<file path="src/fifo_params.svh">
// fifo geometry and flag thresholds, included by the package and any rtl needing raw sizes
`ifndef FIFO_PARAMS_SVH
`define FIFO_PARAMS_SVH

// ram address width, depth is 2**FIFO_ADDR_W
`define FIFO_ADDR_W 4

// width of one stored word
`define FIFO_DATA_W 8

// almost_full set when level is at or above this
`define FIFO_ALMOST_FULL 12

// almost_empty set when level is at or below this
`define FIFO_ALMOST_EMPTY 3

`endif

</file>
<file path="src/fifo_pkg.sv">
// vector types shared by the fifo rtl and its testbench, referenced by scoped name
`default_nettype none

`include "fifo_params.svh"

package fifo_pkg;

    // ram word address, one entry per fifo slot
    typedef logic [`FIFO_ADDR_W-1:0] addr_t;

    // binary pointer with one extra wrap bit
    // msb toggles each time the pointer passes the top of the ram
    typedef logic [`FIFO_ADDR_W:0] ptr_t;

    // one stored data word
    typedef logic [`FIFO_DATA_W-1:0] data_t;

    // occupancy 0 .. depth, hence the extra bit
    typedef logic [`FIFO_ADDR_W:0] level_t;

endpackage

`default_nettype wire

</file>
<file path="src/fifo_mem_if.sv">
// ram control bundle between the pointer controller and the dual-port ram
`default_nettype none

interface fifo_mem_if;

    // ******************************************************************
    // write side
    // ******************************************************************
    logic            we;     // write strobe, already gated by wfull
    fifo_pkg::addr_t waddr;  // write slot

    // ******************************************************************
    // read side
    // ******************************************************************
    logic            re;     // read strobe, already gated by rempty
    fifo_pkg::addr_t raddr;  // read slot

    // controller drives everything
    modport ctrl (
        output we,
        output waddr,
        output re,
        output raddr
    );

    // ram only listens
    modport mem (
        input we,
        input waddr,
        input re,
        input raddr
    );

endinterface

`default_nettype wire

</file>
<file path="src/fifo_ptr_ctrl.sv">
// single-clock fifo pointer and flag controller, drives ram controls and status flags
`default_nettype none

`include "fifo_params.svh"

module fifo_ptr_ctrl (
    input  logic             rclk,          // fifo clock
    input  logic             rrst,          // async reset, active high
    input  logic             w_en,          // write strobe from user
    input  logic             r_en,          // read strobe from user
    fifo_mem_if.ctrl         mem,           // ram write/read controls
    output logic             wfull,         // registered full flag
    output logic             rempty,        // registered empty flag
    output logic             almost_full,   // level at or above threshold
    output logic             almost_empty,  // level at or below threshold
    output fifo_pkg::level_t level          // registered occupancy
);

    // thresholds sized to the level vector
    localparam fifo_pkg::level_t af_level = fifo_pkg::level_t'(`FIFO_ALMOST_FULL);
    localparam fifo_pkg::level_t ae_level = fifo_pkg::level_t'(`FIFO_ALMOST_EMPTY);

    // ******************************************************************
    // declarations
    // ******************************************************************
    logic             wr_acc;       // write accepted this cycle
    logic             rd_acc;       // read accepted this cycle

    fifo_pkg::ptr_t   wptr;         // current write pointer
    fifo_pkg::ptr_t   wptr_next;    // write pointer after this edge
    fifo_pkg::ptr_t   rptr;         // current read pointer
    fifo_pkg::ptr_t   rptr_next;    // read pointer after this edge

    logic             wfull_next;   // full as seen from next pointers
    logic             rempty_next;  // empty as seen from next pointers
    fifo_pkg::level_t level_next;   // occupancy from next pointers

    // ******************************************************************
    // accept logic
    // ******************************************************************
    // strobes against a set flag are simply dropped
    // a write while full stays dropped even with a read in the same cycle
    assign wr_acc = w_en & ~wfull;
    assign rd_acc = r_en & ~rempty;

    // ******************************************************************
    // write pointer
    // ******************************************************************
    always_comb
    begin
        if (wr_acc)
            wptr_next = wptr + fifo_pkg::ptr_t'(1);  // wraps through the msb
        else
            wptr_next = wptr;
    end

    always_ff @(posedge rclk or posedge rrst)
    begin
        if (rrst)
            wptr <= '0;
        else
            wptr <= wptr_next;
    end

    // ******************************************************************
    // read pointer
    // ******************************************************************
    always_comb
    begin
        if (rd_acc)
            rptr_next = rptr + fifo_pkg::ptr_t'(1);
        else
            rptr_next = rptr;
    end

    always_ff @(posedge rclk or posedge rrst)
    begin
        if (rrst)
            rptr <= '0;
        else
            rptr <= rptr_next;
    end

    // ******************************************************************
    // full and empty
    // ******************************************************************
    // full when wrap bits differ and slot bits match
    assign wfull_next = (wptr_next[`FIFO_ADDR_W] != rptr_next[`FIFO_ADDR_W])
                     && (wptr_next[`FIFO_ADDR_W-1:0] == rptr_next[`FIFO_ADDR_W-1:0]);

    // empty when the pointers match exactly
    assign rempty_next = (wptr_next == rptr_next);

    // both flags registered from the next pointers
    // so they line up with the pointer update
    always_ff @(posedge rclk or posedge rrst)
    begin
        if (rrst)
        begin
            wfull  <= 1'b0;
            rempty <= 1'b1;  // nothing stored after reset
        end
        else
        begin
            wfull  <= wfull_next;
            rempty <= rempty_next;
        end
    end

    // ******************************************************************
    // fill level
    // ******************************************************************
    // modular difference of the wide pointers
    // gives 0 .. depth without a case split on the wrap bits
    assign level_next = wptr_next - rptr_next;

    always_ff @(posedge rclk or posedge rrst)
    begin
        if (rrst)
            level <= '0;
        else
            level <= level_next;
    end

    // ******************************************************************
    // almost flags
    // ******************************************************************
    // plain compares on the registered level
    assign almost_full  = (level >= af_level);
    assign almost_empty = (level <= ae_level);  // also high right after reset

    // ******************************************************************
    // ram controls
    // ******************************************************************
    assign mem.we    = wr_acc;                     // gated write strobe
    assign mem.waddr = wptr[`FIFO_ADDR_W-1:0];     // drop wrap bit
    assign mem.re    = rd_acc;                     // gated read strobe
    assign mem.raddr = rptr[`FIFO_ADDR_W-1:0];

endmodule

`default_nettype wire

</file>
<file path="src/fifo_dpram.sv">
// one-write one-read ram for the fifo, read data registered on each accepted read
`default_nettype none

`include "fifo_params.svh"

module fifo_dpram (
    input  logic            rclk,   // fifo clock
    input  logic            rrst,   // async reset, clears the read register only
    fifo_mem_if.mem         mem,    // gated strobes and addresses
    input  fifo_pkg::data_t wdata,  // word to store
    output fifo_pkg::data_t rdata   // oldest word after a read
);

    localparam int unsigned depth = 1 << `FIFO_ADDR_W;

    // ******************************************************************
    // storage
    // ******************************************************************
    fifo_pkg::data_t ram [0:depth-1];  // no reset on the array

    // write port
    always_ff @(posedge rclk)
    begin
        if (mem.we)
            ram[mem.waddr] <= wdata;
    end

    // ******************************************************************
    // read port
    // ******************************************************************
    // same slot is never written and read in one cycle
    // the fifo is then either full or empty and one strobe is gated off
    always_ff @(posedge rclk or posedge rrst)
    begin
        if (rrst)
            rdata <= '0;
        else if (mem.re)
            rdata <= ram[mem.raddr];  // holds until the next accepted read
    end

endmodule

`default_nettype wire

</file>
<file path="src/fifo_top.sv">
// synchronous fifo top level, plain user ports around the controller and ram
`default_nettype none

module fifo_top (
    // clock and reset
    input  logic             rclk,          // single fifo clock
    input  logic             rrst,          // async reset, active high

    // write side
    input  logic             w_en,          // write strobe
    input  fifo_pkg::data_t  wdata,         // word to push

    // read side
    input  logic             r_en,          // read strobe
    output fifo_pkg::data_t  rdata,         // popped word, valid after the read edge

    // status
    output logic             wfull,         // no room for another write
    output logic             rempty,        // nothing to read
    output logic             almost_full,   // level at or above high mark
    output logic             almost_empty,  // level at or below low mark
    output fifo_pkg::level_t level          // words currently stored
);

    // ******************************************************************
    // ram control bundle
    // ******************************************************************
    fifo_mem_if u_mem_if ();  // we, waddr, re, raddr

    // ******************************************************************
    // pointer and flag controller
    // ******************************************************************
    // gates the strobes, steps the pointers
    // and registers all status outputs
    fifo_ptr_ctrl u_fifo_ptr_ctrl (
        .rclk         (rclk),
        .rrst         (rrst),
        .w_en         (w_en),
        .r_en         (r_en),
        .mem          (u_mem_if.ctrl),
        .wfull        (wfull),
        .rempty       (rempty),
        .almost_full  (almost_full),
        .almost_empty (almost_empty),
        .level        (level)
    );

    // ******************************************************************
    // data storage
    // ******************************************************************
    // data path bypasses the controller entirely
    fifo_dpram u_fifo_dpram (
        .rclk  (rclk),
        .rrst  (rrst),
        .mem   (u_mem_if.mem),
        .wdata (wdata),  // straight from the user port
        .rdata (rdata)   // straight to the user port
    );

endmodule

`default_nettype wire

</file>
<file path="config.mk">
export PLATFORM = sky130hd
export DESIGN_NAME = fifo_top
export DESIGN_NICKNAME = d
export VERILOG_FILES = /design/src/fifo_pkg.sv /design/src/fifo_mem_if.sv /design/src/fifo_ptr_ctrl.sv /design/src/fifo_dpram.sv /design/src/fifo_top.sv
export VERILOG_INCLUDE_DIRS = /design/src
export SDC_FILE = /design/constraint.sdc
export NUM_CORES = 1
export LEC_CHECK = 0
export ABC_AREA = 1
export BUFFER_PORTS_ARGS = -buffer_cell sky130_fd_sc_hd__buf_2
export CAP_MARGIN = 10
export CELL_PAD_IN_SITES_DETAIL_PLACEMENT = 0
export CELL_PAD_IN_SITES_GLOBAL_PLACEMENT = 2
export CORE_AREA = 8 8 137 139
export CTS_CLUSTER_SIZE = 40
export DETAILED_ROUTE_END_ITERATION = 12
export DIE_AREA = 0 0 145 147
export GPL_TIMING_DRIVEN = 0
export PLACE_DENSITY = 0.79
export SYNTH_ARGS = -nofsm -noshare
export SYNTH_HDL_FRONTEND = slang
export SYNTH_SLANG_ARGS = --single-unit
</file>
<file path="constraint.sdc">
create_clock -name rclk -period 3.68 [get_ports rclk]
set_input_delay 0.92 -clock rclk [delete_from_list [all_inputs] [get_ports rclk]]
set_output_delay 0.92 -clock rclk [all_outputs]
set_load 0.03 [all_outputs]
</file>
==> qor.yml, run 1 <==
placed_design:
  dp_worst_setup_slack_ns: 0.998
  dp.cells: 820
  io_buffers: 28
  placed_area_um2: 6900
  place_congestion: 0.780
  place_hpwl_um: 11100
route:
  drtAntennaViolNets: 0
  drtPass1Iterations: 5
  wire_per_inst_um: 18.9
  via_count: 4347
  drc: 0
  via_per_inst: 5.10
  routed_wl_um: 16100
  drtIter0Drc: 351
min_path:
  hold_class: "flip-flop to flip-flop"
clock_network:
  clock_latency_ns: 0.43
  numCtsBuffers: 17
  ctsHoldBuffers: 0
  post_cts_buffers: 0
  clock_sinks: 153
  cts_tree: "built"
  clockRootBuffer: "clkbuf_16"
  cts-resized-gates: 0
  clk_pin_slew_worst_paths_ns: 0.06
  htree_levels: 4
  clockBufferDepth: 2
pwr:
  p_sw_mw: 2.34
  pwr-share-clk_pct: 27.9
  p_int_mw: 3.88
  power_mw: 6.23
  netSwitchingFraction_pct: 37.6
  seqPwrFrac_pct: 37.2
  power_frac_comb_pct: 34.9
  p_leak_nw: 2.77
  ir_worst_vdd_v: 0.000347
  cellPowerDensity_nw_per_um2: 833
timing:
  fin_crit_ns: 2.24
  fmax_mhz: 446
  maxSlewViolCount: 0
  maxSlewHeadroom_pct: 25.8
  fin_hold_ws_ns: 0.551
  layout_worst_path_cycle_share_pct: 60.9
  worst_clock_skew_ns: 0.0111
  grt_setup_unrepaired: "false"
  tightest_slew_ns: 1.11
  setup_viol: 0
  hold_viol: 0
  setup_ws_ns: 1.44
  tns_ns: 0
setup_path:
  critPathSlowestCell: "fa_1"
  crit_required_ns: 4.05
  worst_path_largest_cell_delay_ns: 0.38
  worst_setup_path_start_kind: "input port"
  crit_arrival_ns: 2.61
  cpMostUsedCell: "nand2_1"
  critPathKind: "input port to flip-flop"
  cp_num_buf_inv: 6
  cp_max_fo: 9
  cp-end-kind: "flip-flop"
  crit_family: "simple AND/OR/NAND/NOR gates"
  cp_cell_sequence: "buf_2 > inv_2 > nor2_4 > inv_2 > nand2_1 > nand2_1 > inv_1 > ha_1 > inv_1 > fa_1 > nand3_1 > inv_1 > nand2_1 > nand3_1 > nand2_1"
global_route:
  grt_pass1_wl_um: 24400
  grt_max_degree: 26
  grt_pass1_vias: 4248
  track_usage_pct: 15.4
  overflow: 0
  antenna_found_initial: 0
die:
  fp-row-count: 48
  die_w_um: 145
  coreArea_um2: 16800
  die-area_um2: 21300
  dieHeight_um: 147
  initial_utilization_pct: 38.6
  ios: 29
cells_and_area:
  fin_util_pct: 44.6
  stdcell_count: 852
  syn2layout_area_growth_pct: 15.5
  drive_gt1_share_pct: 15.6
  nets: 634
  antenna_cells: 0
  num-fill-cells: 1557
  design_area_um2: 7480
flow_run:
  maxCapViolations: 0
logic_synthesis:
  netlist_area_um2: 6470
  ys_ff_latch: 153
  ys_seq_area_share_pct: 69.0
  postSynthAreaPerCell_um2: 11.4
  synthCells: 567
  syn_nets: 587
  ys_warn_count: 0
  ys_types: 34
status:
  status: "complete, no violations"
-- registers in the layout, indices dropped and copies added, names as in the netlist, named ones only --
name and flops:
u_fifo_dpram.ram 128, u_fifo_dpram.rdata 8, u_fifo_ptr_ctrl.level 5, u_fifo_ptr_ctrl.rempty 1, u_fifo_ptr_ctrl.rptr 5, u_fifo_ptr_ctrl.wfull 1
u_fifo_ptr_ctrl.wptr 4
-- synth_stat cells --
library cell / instances / area share [%]
clkbuf_1: 3 / 0.17
nand3_2: 1 / 0.15
ha_1: 7 / 1.4
nor2_4: 3 / 0.52
xor2_1: 1 / 0.14
a21oi_1: 14 / 1.1
fa_1: 1 / 0.31
nor2_1: 130 / 7.5
buf_4: 5 / 0.58
dfrtp_1: 24 / 9.3
nand2_2: 6 / 0.58
o22ai_1: 4 / 0.39
o21bai_1: 1 / 0.12
o221ai_1: 4 / 0.54
nor3_1: 2 / 0.15
nor2_2: 2 / 0.19
clkbuf_2: 3 / 0.23
dfstp_2: 1 / 0.41
xnor2_1: 1 / 0.14
inv_4: 1 / 0.097
nand2_1: 67 / 3.9
buf_6: 5 / 0.87
buf_2: 7 / 0.54
inv_2: 7 / 0.41
buf_1: 1 / 0.058
o21ai_1: 10 / 0.77
nand4_1: 4 / 0.39
xor2_2: 1 / 0.25
o211ai_1: 12 / 1.4
edfxtp_1: 128 / 59
clkinv_1: 1 / 0.058
inv_1: 23 / 1.3
nand3_1: 15 / 1.2
o21ai_0: 72 / 5.6
-- cells in the final DEF (no fill, tap or decap), types with 5 or more instances in the layout --
| cell | netlist | layout |
|---|---|---|
| nor2_1 | 130 | 130 |
| edfxtp_1 | 128 | 128 |
| o21ai_0 | 72 | 72 |
| nand2_1 | 67 | 67 |
| buf_2 | 7 | 35 |
| dfrtp_1 | 24 | 24 |
| inv_1 | 23 | 23 |
| clkbuf_16 | 0 | 17 |
| nand3_1 | 15 | 15 |
| a21oi_1 | 14 | 14 |
| o211ai_1 | 12 | 12 |
| o21ai_1 | 10 | 10 |
| inv_2 | 7 | 7 |
| ha_1 | 7 | 7 |
| nand2_2 | 6 | 6 |
| buf_4 | 5 | 5 |
| buf_6 | 5 | 5 |
| clkbuf_1 | 3 | 5 |
-- routing by layer --
metal | global-route usage (%) | vias to the layer above | routed length (um)
met2 | 25.7 | 113 | 7850
met3 | 3.08 | 19 | 677
met4 | 6.37 | 0 | 286
li1 | - | 2063 | -
met1 | 19.3 | 2152 | 7250
met5 | 0 | - | 0
-- kinds of logic after synthesis --
group | share of synthesized area, %
AOI/OAI and AO/OA | 9.86
DFF | 69.0
and+or+nand+nor | 14.6
adders and majority gates | 1.66
buffers and inverters | 4.35
xor gates and xnor gates | 0.522
-- power groups by stage --
stage / Sequential (mW) / Combinational, mW / Clock (mW)
6_report: 2.32 / 2.17 / 1.74
5_1_grt: 2.35 / 2.42 / 1.82
4_1_cts: 2.32 / 2.19 / 1.75
3_5_place_dp: 2.36 / 2.18 / 0
3_3_place_gp: 2.35 / 2.16 / 0
2_1_floorplan: 2.47 / 1.35 / 0
-- worst paths after layout --
check | from | to | slack [ns] | cells after the start
setup / recovery | r_en | u_fifo_ptr_ctrl.level[4] | 1.44 | 15
hold / removal | u_fifo_dpram.rdata[7] | u_fifo_dpram.rdata[7] | 0.55 | 2
setup reg to reg | u_fifo_ptr_ctrl.rptr[0] | u_fifo_ptr_ctrl.level[4] | 1.53 | 15
hold reg to reg | u_fifo_dpram.rdata[7] | u_fifo_dpram.rdata[7] | 0.55 | 2
max in group asynchronous | rrst | u_fifo_dpram.rdata[2] | 2.23 | 2
min in group asynchronous | rrst | u_fifo_ptr_ctrl.level[3] | 0.77 | 2
-- layout make-up --
| type | instances | area (um^2) | share of cell area [%] |
|---|---|---|---|
| clock inverters | 13 | 150 | 2.01 |
| well taps | 225 | 282 | 3.76 |
| repair buffers | 28 | 140 | 1.87 |
| flip-flops and latches | 153 | 4470 | 59.8 |
| plain buffers | 24 | 159 | 2.12 |
| clock buffers | 19 | 433 | 5.79 |
| inverters | 32 | 123 | 1.64 |
| multi-input cells | 358 | 1720 | 23.0 |
-- tightest hold or removal path: cells and delay by family, from the launching register on --
kind	cells	cell delay, ns
flip-flops	1	0.36
AO/OA/AOI/OAI	1	0.10
AND/OR/NAND/NOR	1	0.05
Power figures use the tool's default switching activity.
==> run 2, diff against run 1 <==
Settings changed: CORE_AREA 8 8 137 139 to 8 8 140 142, DIE_AREA 0 0 145 147 to 0 0 148 150.
Clock period 3.68 ns to 2 ns, I/O delays scaled along.
==> run 2 against run 1 <==
Flip-flop and latch count stayed put. Global-route usage is 0.44 points lower. Design area grew 1.7%. Clock power increased by 76%. Register-to-register slack lost 1.5 ns. Hold slack worse by 0.23 ns. Total power grew 87%. First-iteration DRC count is 14% higher. Non-clock buffer count up 8. Clock skew is 0.0015 ns lower. Final cell count up 1.4%. Setup slack got worse by 1.4 ns.
==> qor.yml, run 2 (synthesized netlist as in run 1, its figures left out) <==
cells_and_area:
  drive_gt1_share_pct: 20.0  # +4.4 points
  syn2layout_area_growth_pct: 17.5
  top_regs: "u_fifo_dpram.ram (128), u_fifo_dpram.rdata (8)"
  final_cell_mix: "edfxtp_1, nor2_1, o21ai_0"
  largest_reg_flops: 128  # unchanged
  final_common_cell: "edfxtp_1"
  num-fill-cells: 1664  # +6.9%
  design_area_um2: 7610  # +1.7%
  nets: 642  # +1.3%
  top_register: "u_fifo_dpram.ram"
  stdcell_count: 864  # +1.4%
  multi_input_area_um2: 1790  # +4.1%
  antenna_cells: 0  # unchanged
  final-seq-area_um2: 4470  # about the same
pwr:
  p_int_mw: 7.18  # +85%
  seqPwrFrac_pct: 36.8  # -0.4 points
  netSwitchingFraction_pct: 38.2  # +0.59 points
  p_sw_mw: 4.45  # +90%
  pwr-share-clk_pct: 26.3  # -1.6 points
  ir_worst_vdd_v: 0.000859  # +150%
  cellPowerDensity_nw_per_um2: 1530  # +84%
  p_leak_nw: 2.81  # +1.5%
  power_frac_comb_pct: 36.9  # +2.0 points
global_route:
  grt_pass1_wl_um: 24400  # about the same
  grt_max_degree: 26  # unchanged
  track_usage_pct: 15.0  # -0.44 points
  antenna_found_initial: 0  # unchanged
  overflow: 0  # unchanged
  grt_pass1_vias: 4311  # +1.5%
flow_run:
  maxCapViolations: 0  # unchanged
route:
  drtIter0Drc: 401  # +14%
  routed_wl_um: 16200  # +0.58%
  drtPass1Iterations: 4  # -1
  via_count: 4393  # +1.1%
  drtAntennaViolNets: 0  # unchanged
  via_per_inst: 5.08  # -0.35%
  drc: 0  # unchanged
  wire_per_inst_um: 18.7  # -0.82%
clock_network:
  clk_pin_slew_worst_paths_ns: 0.06  # about the same
  ctsHoldBuffers: 0  # unchanged
  htree_levels: 4  # unchanged
  cts_tree: "built"
  numCtsBuffers: 17  # unchanged
  clock_latency_ns: 0.42  # about the same
  clockBufferDepth: 2  # unchanged
  clockRootBuffer: "clkbuf_16"
  clock_sinks: 153  # unchanged
die:
  dieHeight_um: 150  # +2.0%
  fp-row-count: 49  # +2.1%
  coreArea_um2: 17500  # +4.6%
  initial_utilization_pct: 36.9  # -1.7 points
  die_w_um: 148  # +2.1%
  die-area_um2: 22200  # +4.2%
  ios: 29  # unchanged
setup_path:
  cp-end-kind: "flip-flop"
  critPathKind: "flip-flop to flip-flop"
  cp_max_fo: 8  # -1
  worst_setup_path_start_kind: "flip-flop"
  cp-startpoint: "u_fifo_ptr_ctrl.wptr[1]"
  r2r_start: "u_fifo_ptr_ctrl.wptr[1]"
  crit_required_ns: 2.05  # -2.00 ns
  crit_arrival_ns: 1.98  # -0.63 ns
placed_design:
  place_hpwl_um: 11200  # +1.1%
  placed_area_um2: 6900  # about the same
  dp.cells: 824  # +0.49%
  dp_worst_setup_slack_ns: -0.305  # -1.30 ns
  place_congestion: 0.813  # +4.2%
  io_buffers: 28  # unchanged
timing:
  setup_viol: 0  # unchanged
  setup_ws_ns: 0.0753  # -1.36 ns
  layout_worst_path_cycle_share_pct: 96.2
  worst_clock_skew_ns: 0.00965  # -0.00147 ns
  maxSlewHeadroom_pct: 30.6  # +4.8 points
  fin_hold_ws_ns: 0.317  # -0.234 ns
  grt_setup_unrepaired: "true"
  hold_viol: 0  # unchanged
  tightest_slew_ns: 1.04  # -0.0716 ns
  tns_ns: 0  # unchanged
  fmax_mhz: 520
  fin_crit_ns: 1.92
  maxSlewViolCount: 0  # unchanged
status:
  status: "complete, no violations"
min_path:
  hold_class: "input port to asynchronous set/reset pin"
## run 2: cell count changes in the layout (fill, tap and decap cells not counted), sizes merged
cell    change
buf         +8
bufinv      -1
clkbuf      -1
clkinv      +4
inv         -2
## run 2: worst paths after layout
| check | endpoint | slack, ns | depth (start not counted) |
|---|---|---|---|
| setup / recovery | u_fifo_dpram.ram[11][5] | 0.08 | 3 |
| hold / removal | u_fifo_ptr_ctrl.level[1] | 0.32 | 2 |
| min in group rclk | u_fifo_ptr_ctrl.rptr[0] | 0.49 | 4 |
| max in group asynchronous | u_fifo_ptr_ctrl.rptr[1] | 0.98 | 2 |
| setup reg to reg | u_fifo_dpram.ram[11][5] | 0.08 | 3 |
| hold reg to reg | u_fifo_dpram.rdata[1] | 0.57 | 2 |
## run 2: metal layers
| metal | part of all wire (%) | routed length [um] | global-route usage (%) | vias up |
|---|---|---|---|---|
| met4 | 1.6 | 256 | 6.02 | 0 |
| met2 | 48 | 7820 | 24.6 | 125 |
| li1 | - | - | - | 2087 |
| met1 | 45 | 7290 | 19.2 | 2159 |
| met5 | 0 | 0 | 0 | - |
| met3 | 4.9 | 787 | 2.75 | 22 |
## run 2: critical path, cell delays in order (launching register included)
cell and delay, ns:
dfrtp_1 0.43, ha_1 0.23, nand3_2 0.23, nor2_1 0.66
## run 2: repair_timing
action	in CTS	in global routing
endpoints found under the setup margin	13	53
pin swaps	1	5
gates cloned	0	0
buffers inserted	1	8
resized for setup	13	17
## run 2: area by class of cell
class	count	share of cell area, %
well taps	229	3.77
clock inverters	14	1.74
repair buffers	37	2.73
plain buffers	23	2.12
clock buffers	18	5.64
inverters	32	1.68
multi-input cells	358	23.6
flip-flops and latches	153	58.8
## run 2: power groups by stage
stage / Clock (mW) / Combinational, mW / Sequential (mW)
after floorplan: 0 / 2.49 / 4.54
after global placement: 0 / 3.96 / 4.32
after detailed placement: 0 / 4.01 / 4.34
after CTS: 3.09 / 4.11 / 4.28
after global routing: 3.20 / 4.78 / 4.33
final: 3.06 / 4.29 / 4.28
## run 2: metrics by stage
step           utilization (%)  power [mW]
2_1_floorplan                -        7.03
3_3_place_gp              39.4        8.28
3_5_place_dp              39.4        8.35
4_1_cts                   42.8        11.5
5_1_grt                   43.4        12.3
6_report                  43.4        11.6
==> run 3, diff against run 2 <==
Settings changed: CAP_MARGIN 10 to 0, CORE_AREA 8 8 140 142 to 8 8 99 191, DIE_AREA 0 0 148 150 to 0 0 107 199.
Clock period 2 ns to 1.8 ns, I/O delays scaled along.
==> run 3 against run 2 <==
Flip-flop and latch count unchanged. Critical endpoint is now u_fifo_ptr_ctrl.level[4]. Register-to-register slack worse by 0.07 ns. Design area increased by 3.1%. Final cell count shrank 2.3%.
==> qor.yml, run 3 (synthesized netlist as in run 1, its figures left out) <==
setup_path:
  cp_max_fo: 8  # unchanged
  worst_setup_path_start_kind: "flip-flop"
  crit_arrival_ns: 2.11  # +0.13 ns
  critPathKind: "flip-flop to flip-flop"
  crit_required_ns: 2.11  # +0.06 ns
  cp-end-kind: "flip-flop"
die:
  dieHeight_um: 199  # +33%
  ios: 29  # unchanged
  die-area_um2: 21300  # -4.1%
  fp-row-count: 67  # +37%
  initial_utilization_pct: 39.2  # +2.3 points
  die_w_um: 107  # -28%
  coreArea_um2: 16500  # -5.8%
pwr:
  ir_worst_vdd_v: 0.000691  # -20%
  power_mw: 13.5  # +16%
  cellPowerDensity_nw_per_um2: 1720  # +13%
  p_leak_nw: 2.85  # +1.2%
placed_design:
  place_hpwl_um: 11200  # about the same
  place_congestion: 0.810  # -0.26%
  io_buffers: 28  # unchanged
clock_network:
  clock_latency_ns: 0.42  # about the same
  cts_tree: "built"
  ctsHoldBuffers: 0  # unchanged
  clockBufferDepth: 2  # unchanged
  htree_levels: 4  # unchanged
  clockRootBuffer: "clkbuf_16"
  clock_sinks: 153  # unchanged
  numCtsBuffers: 17  # unchanged
  clk_pin_slew_worst_paths_ns: 0.06  # about the same
route:
  wire_per_inst_um: 19.5  # +4.1%
  via_per_inst: 5.13  # +0.83%
  drtPass1Iterations: 5  # +1
  drc: 0  # unchanged
  drtAntennaViolNets: 0  # unchanged
  drtIter0Drc: 264  # -34%
  via_count: 4327  # -1.5%
  routed_wl_um: 16400  # +1.7%
global_route:
  overflow: 0  # unchanged
  track_usage_pct: 16.3  # +1.3 points
  grt_pass1_vias: 4304  # -0.16%
  grt_max_degree: 26  # unchanged
  grt_pass1_wl_um: 25200  # +3.0%
  antenna_found_initial: 0  # unchanged
cells_and_area:
  fin_util_pct: 47.5  # +4.1 points
  final_common_cell: "edfxtp_1"
  drive_gt1_share_pct: 25.0  # +5.0 points
  largest_reg_flops: 128  # unchanged
  final_cell_mix: "edfxtp_1, nor2_1, o21ai_0"
  antenna_cells: 0  # unchanged
  top_regs: "u_fifo_dpram.ram (128), u_fifo_dpram.rdata (8)"
  top_register: "u_fifo_dpram.ram"
  num-fill-cells: 1491  # -10%
  syn2layout_area_growth_pct: 21.2
  nets: 644  # +0.31%
timing:
  tightest_slew_ns: 1.04  # -0.00296 ns
  grt_setup_unrepaired: "true"
  setup_viol: 0  # unchanged
  fin_crit_ns: 1.80  # -0.126 ns
  hold_viol: 0  # unchanged
  layout_worst_path_cycle_share_pct: 99.9  # +3.7 points
  worst_clock_skew_ns: 0.00797  # -0.00168 ns
  maxSlewViolCount: 0  # unchanged
  maxSlewHeadroom_pct: 30.8  # +0.20 points
  fmax_mhz: 556  # +7.0%
flow_run:
  maxCapViolations: 0  # unchanged
status:
  status: "complete, no violations"
min_path:
  hold_class: "input port to asynchronous set/reset pin"
## run 3: changes by cell type in the layout (fill, tap and decap cells not counted), sizes merged
cell      previous run  this run
inv                 31        34
clkbuf              24        28
bufinv               2         3
clkinv              11         4
clkinvlp             2         3
## run 3: final cells by class
class | count | area, um^2 | share of cell area (%)
inverter | 32 | 140 | 1.79
timing repair buffer | 39 | 234 | 2.98
clock inverter | 12 | 165 | 2.10
clock buffer | 20 | 447 | 5.69
multi-input combinational | 358 | 1950 | 24.8
tap | 207 | 259 | 3.30
sequential | 153 | 4480 | 57.0
buffer | 23 | 180 | 2.30
## run 3: path summary, 6_finish.rpt
| path | startpoint | to | slack, ns | cells past startpoint |
|---|---|---|---|---|
| setup / recovery | u_fifo_ptr_ctrl.rptr[0] | u_fifo_ptr_ctrl.level[4] | 0.001 | 12 |
| hold / removal | rrst | u_fifo_ptr_ctrl.level[1] | 0.28 | 2 |
| setup reg to reg | u_fifo_ptr_ctrl.rptr[0] | u_fifo_ptr_ctrl.level[4] | 0.001 | 12 |
| hold reg to reg | u_fifo_dpram.rdata[1] | u_fifo_dpram.rdata[1] | 0.53 | 2 |
| max in group asynchronous | rrst | u_fifo_ptr_ctrl.rptr[1] | 0.82 | 2 |
| min in group rclk | r_en | u_fifo_ptr_ctrl.rptr[0] | 0.42 | 4 |
## run 3: repair_timing
item,4_1_cts,5_1_grt
pin swaps,5,14
setup buffers,4,7
gates resized for setup,35,58
setup endpoints to repair,126,96
## run 3: where the power goes
| group | switching, mW | leakage [nW] | total (mW) | internal (mW) |
|---|---|---|---|---|
| combinational | 3.44 | 1.11 | 5.11 | 1.67 |
| sequential | 0.305 | 1.45 | 4.75 | 4.44 |
| clock | 1.44 | 0.288 | 3.67 | 2.24 |
## run 3: stage by stage
stage / setup WS (ns) / std cells / hold slack (ns) / setup TNS [ns] / cell area, um^2
6_report: 0.00117 / 844 / 0.278 / 0 / 7850
5_1_grt: -0.0968 / 844 / 0.378 / -0.472 / 7850
4_1_cts: -0.125 / 837 / 0.315 / -2.94 / 7620
3_5_place_dp: -0.414 / 802 / 0.521 / -28.29 / 6880
3_3_place_gp: -0.486 / 802 / 0.500 / -28.44 / 6880
2_1_floorplan: -0.0429 / 567 / 0.477 / -0.0721 / 6480
## run 3: layer usage
metal / wire, um / global-route usage (%) / share of wire, %
met1: 6900 / 19.9 / 42
met2: 8620 / 27.5 / 52
met3: 595 / 2.66 / 3.6
met4: 320 / 7.09 / 1.9
met5: 0 / 0 / 0
## run 3: critical path, stage by stage (launching register included)
cell and delay (ns):
dfrtp_1 0.40, buf_6 0.15, buf_8 0.14, nand3_4 0.08
nand2_2 0.06, inv_2 0.08, ha_4 0.14, inv_2 0.04
fa_2 0.36, nand3_2 0.08, o21ai_1 0.07, nand2_1 0.05
nand2_1 0.04
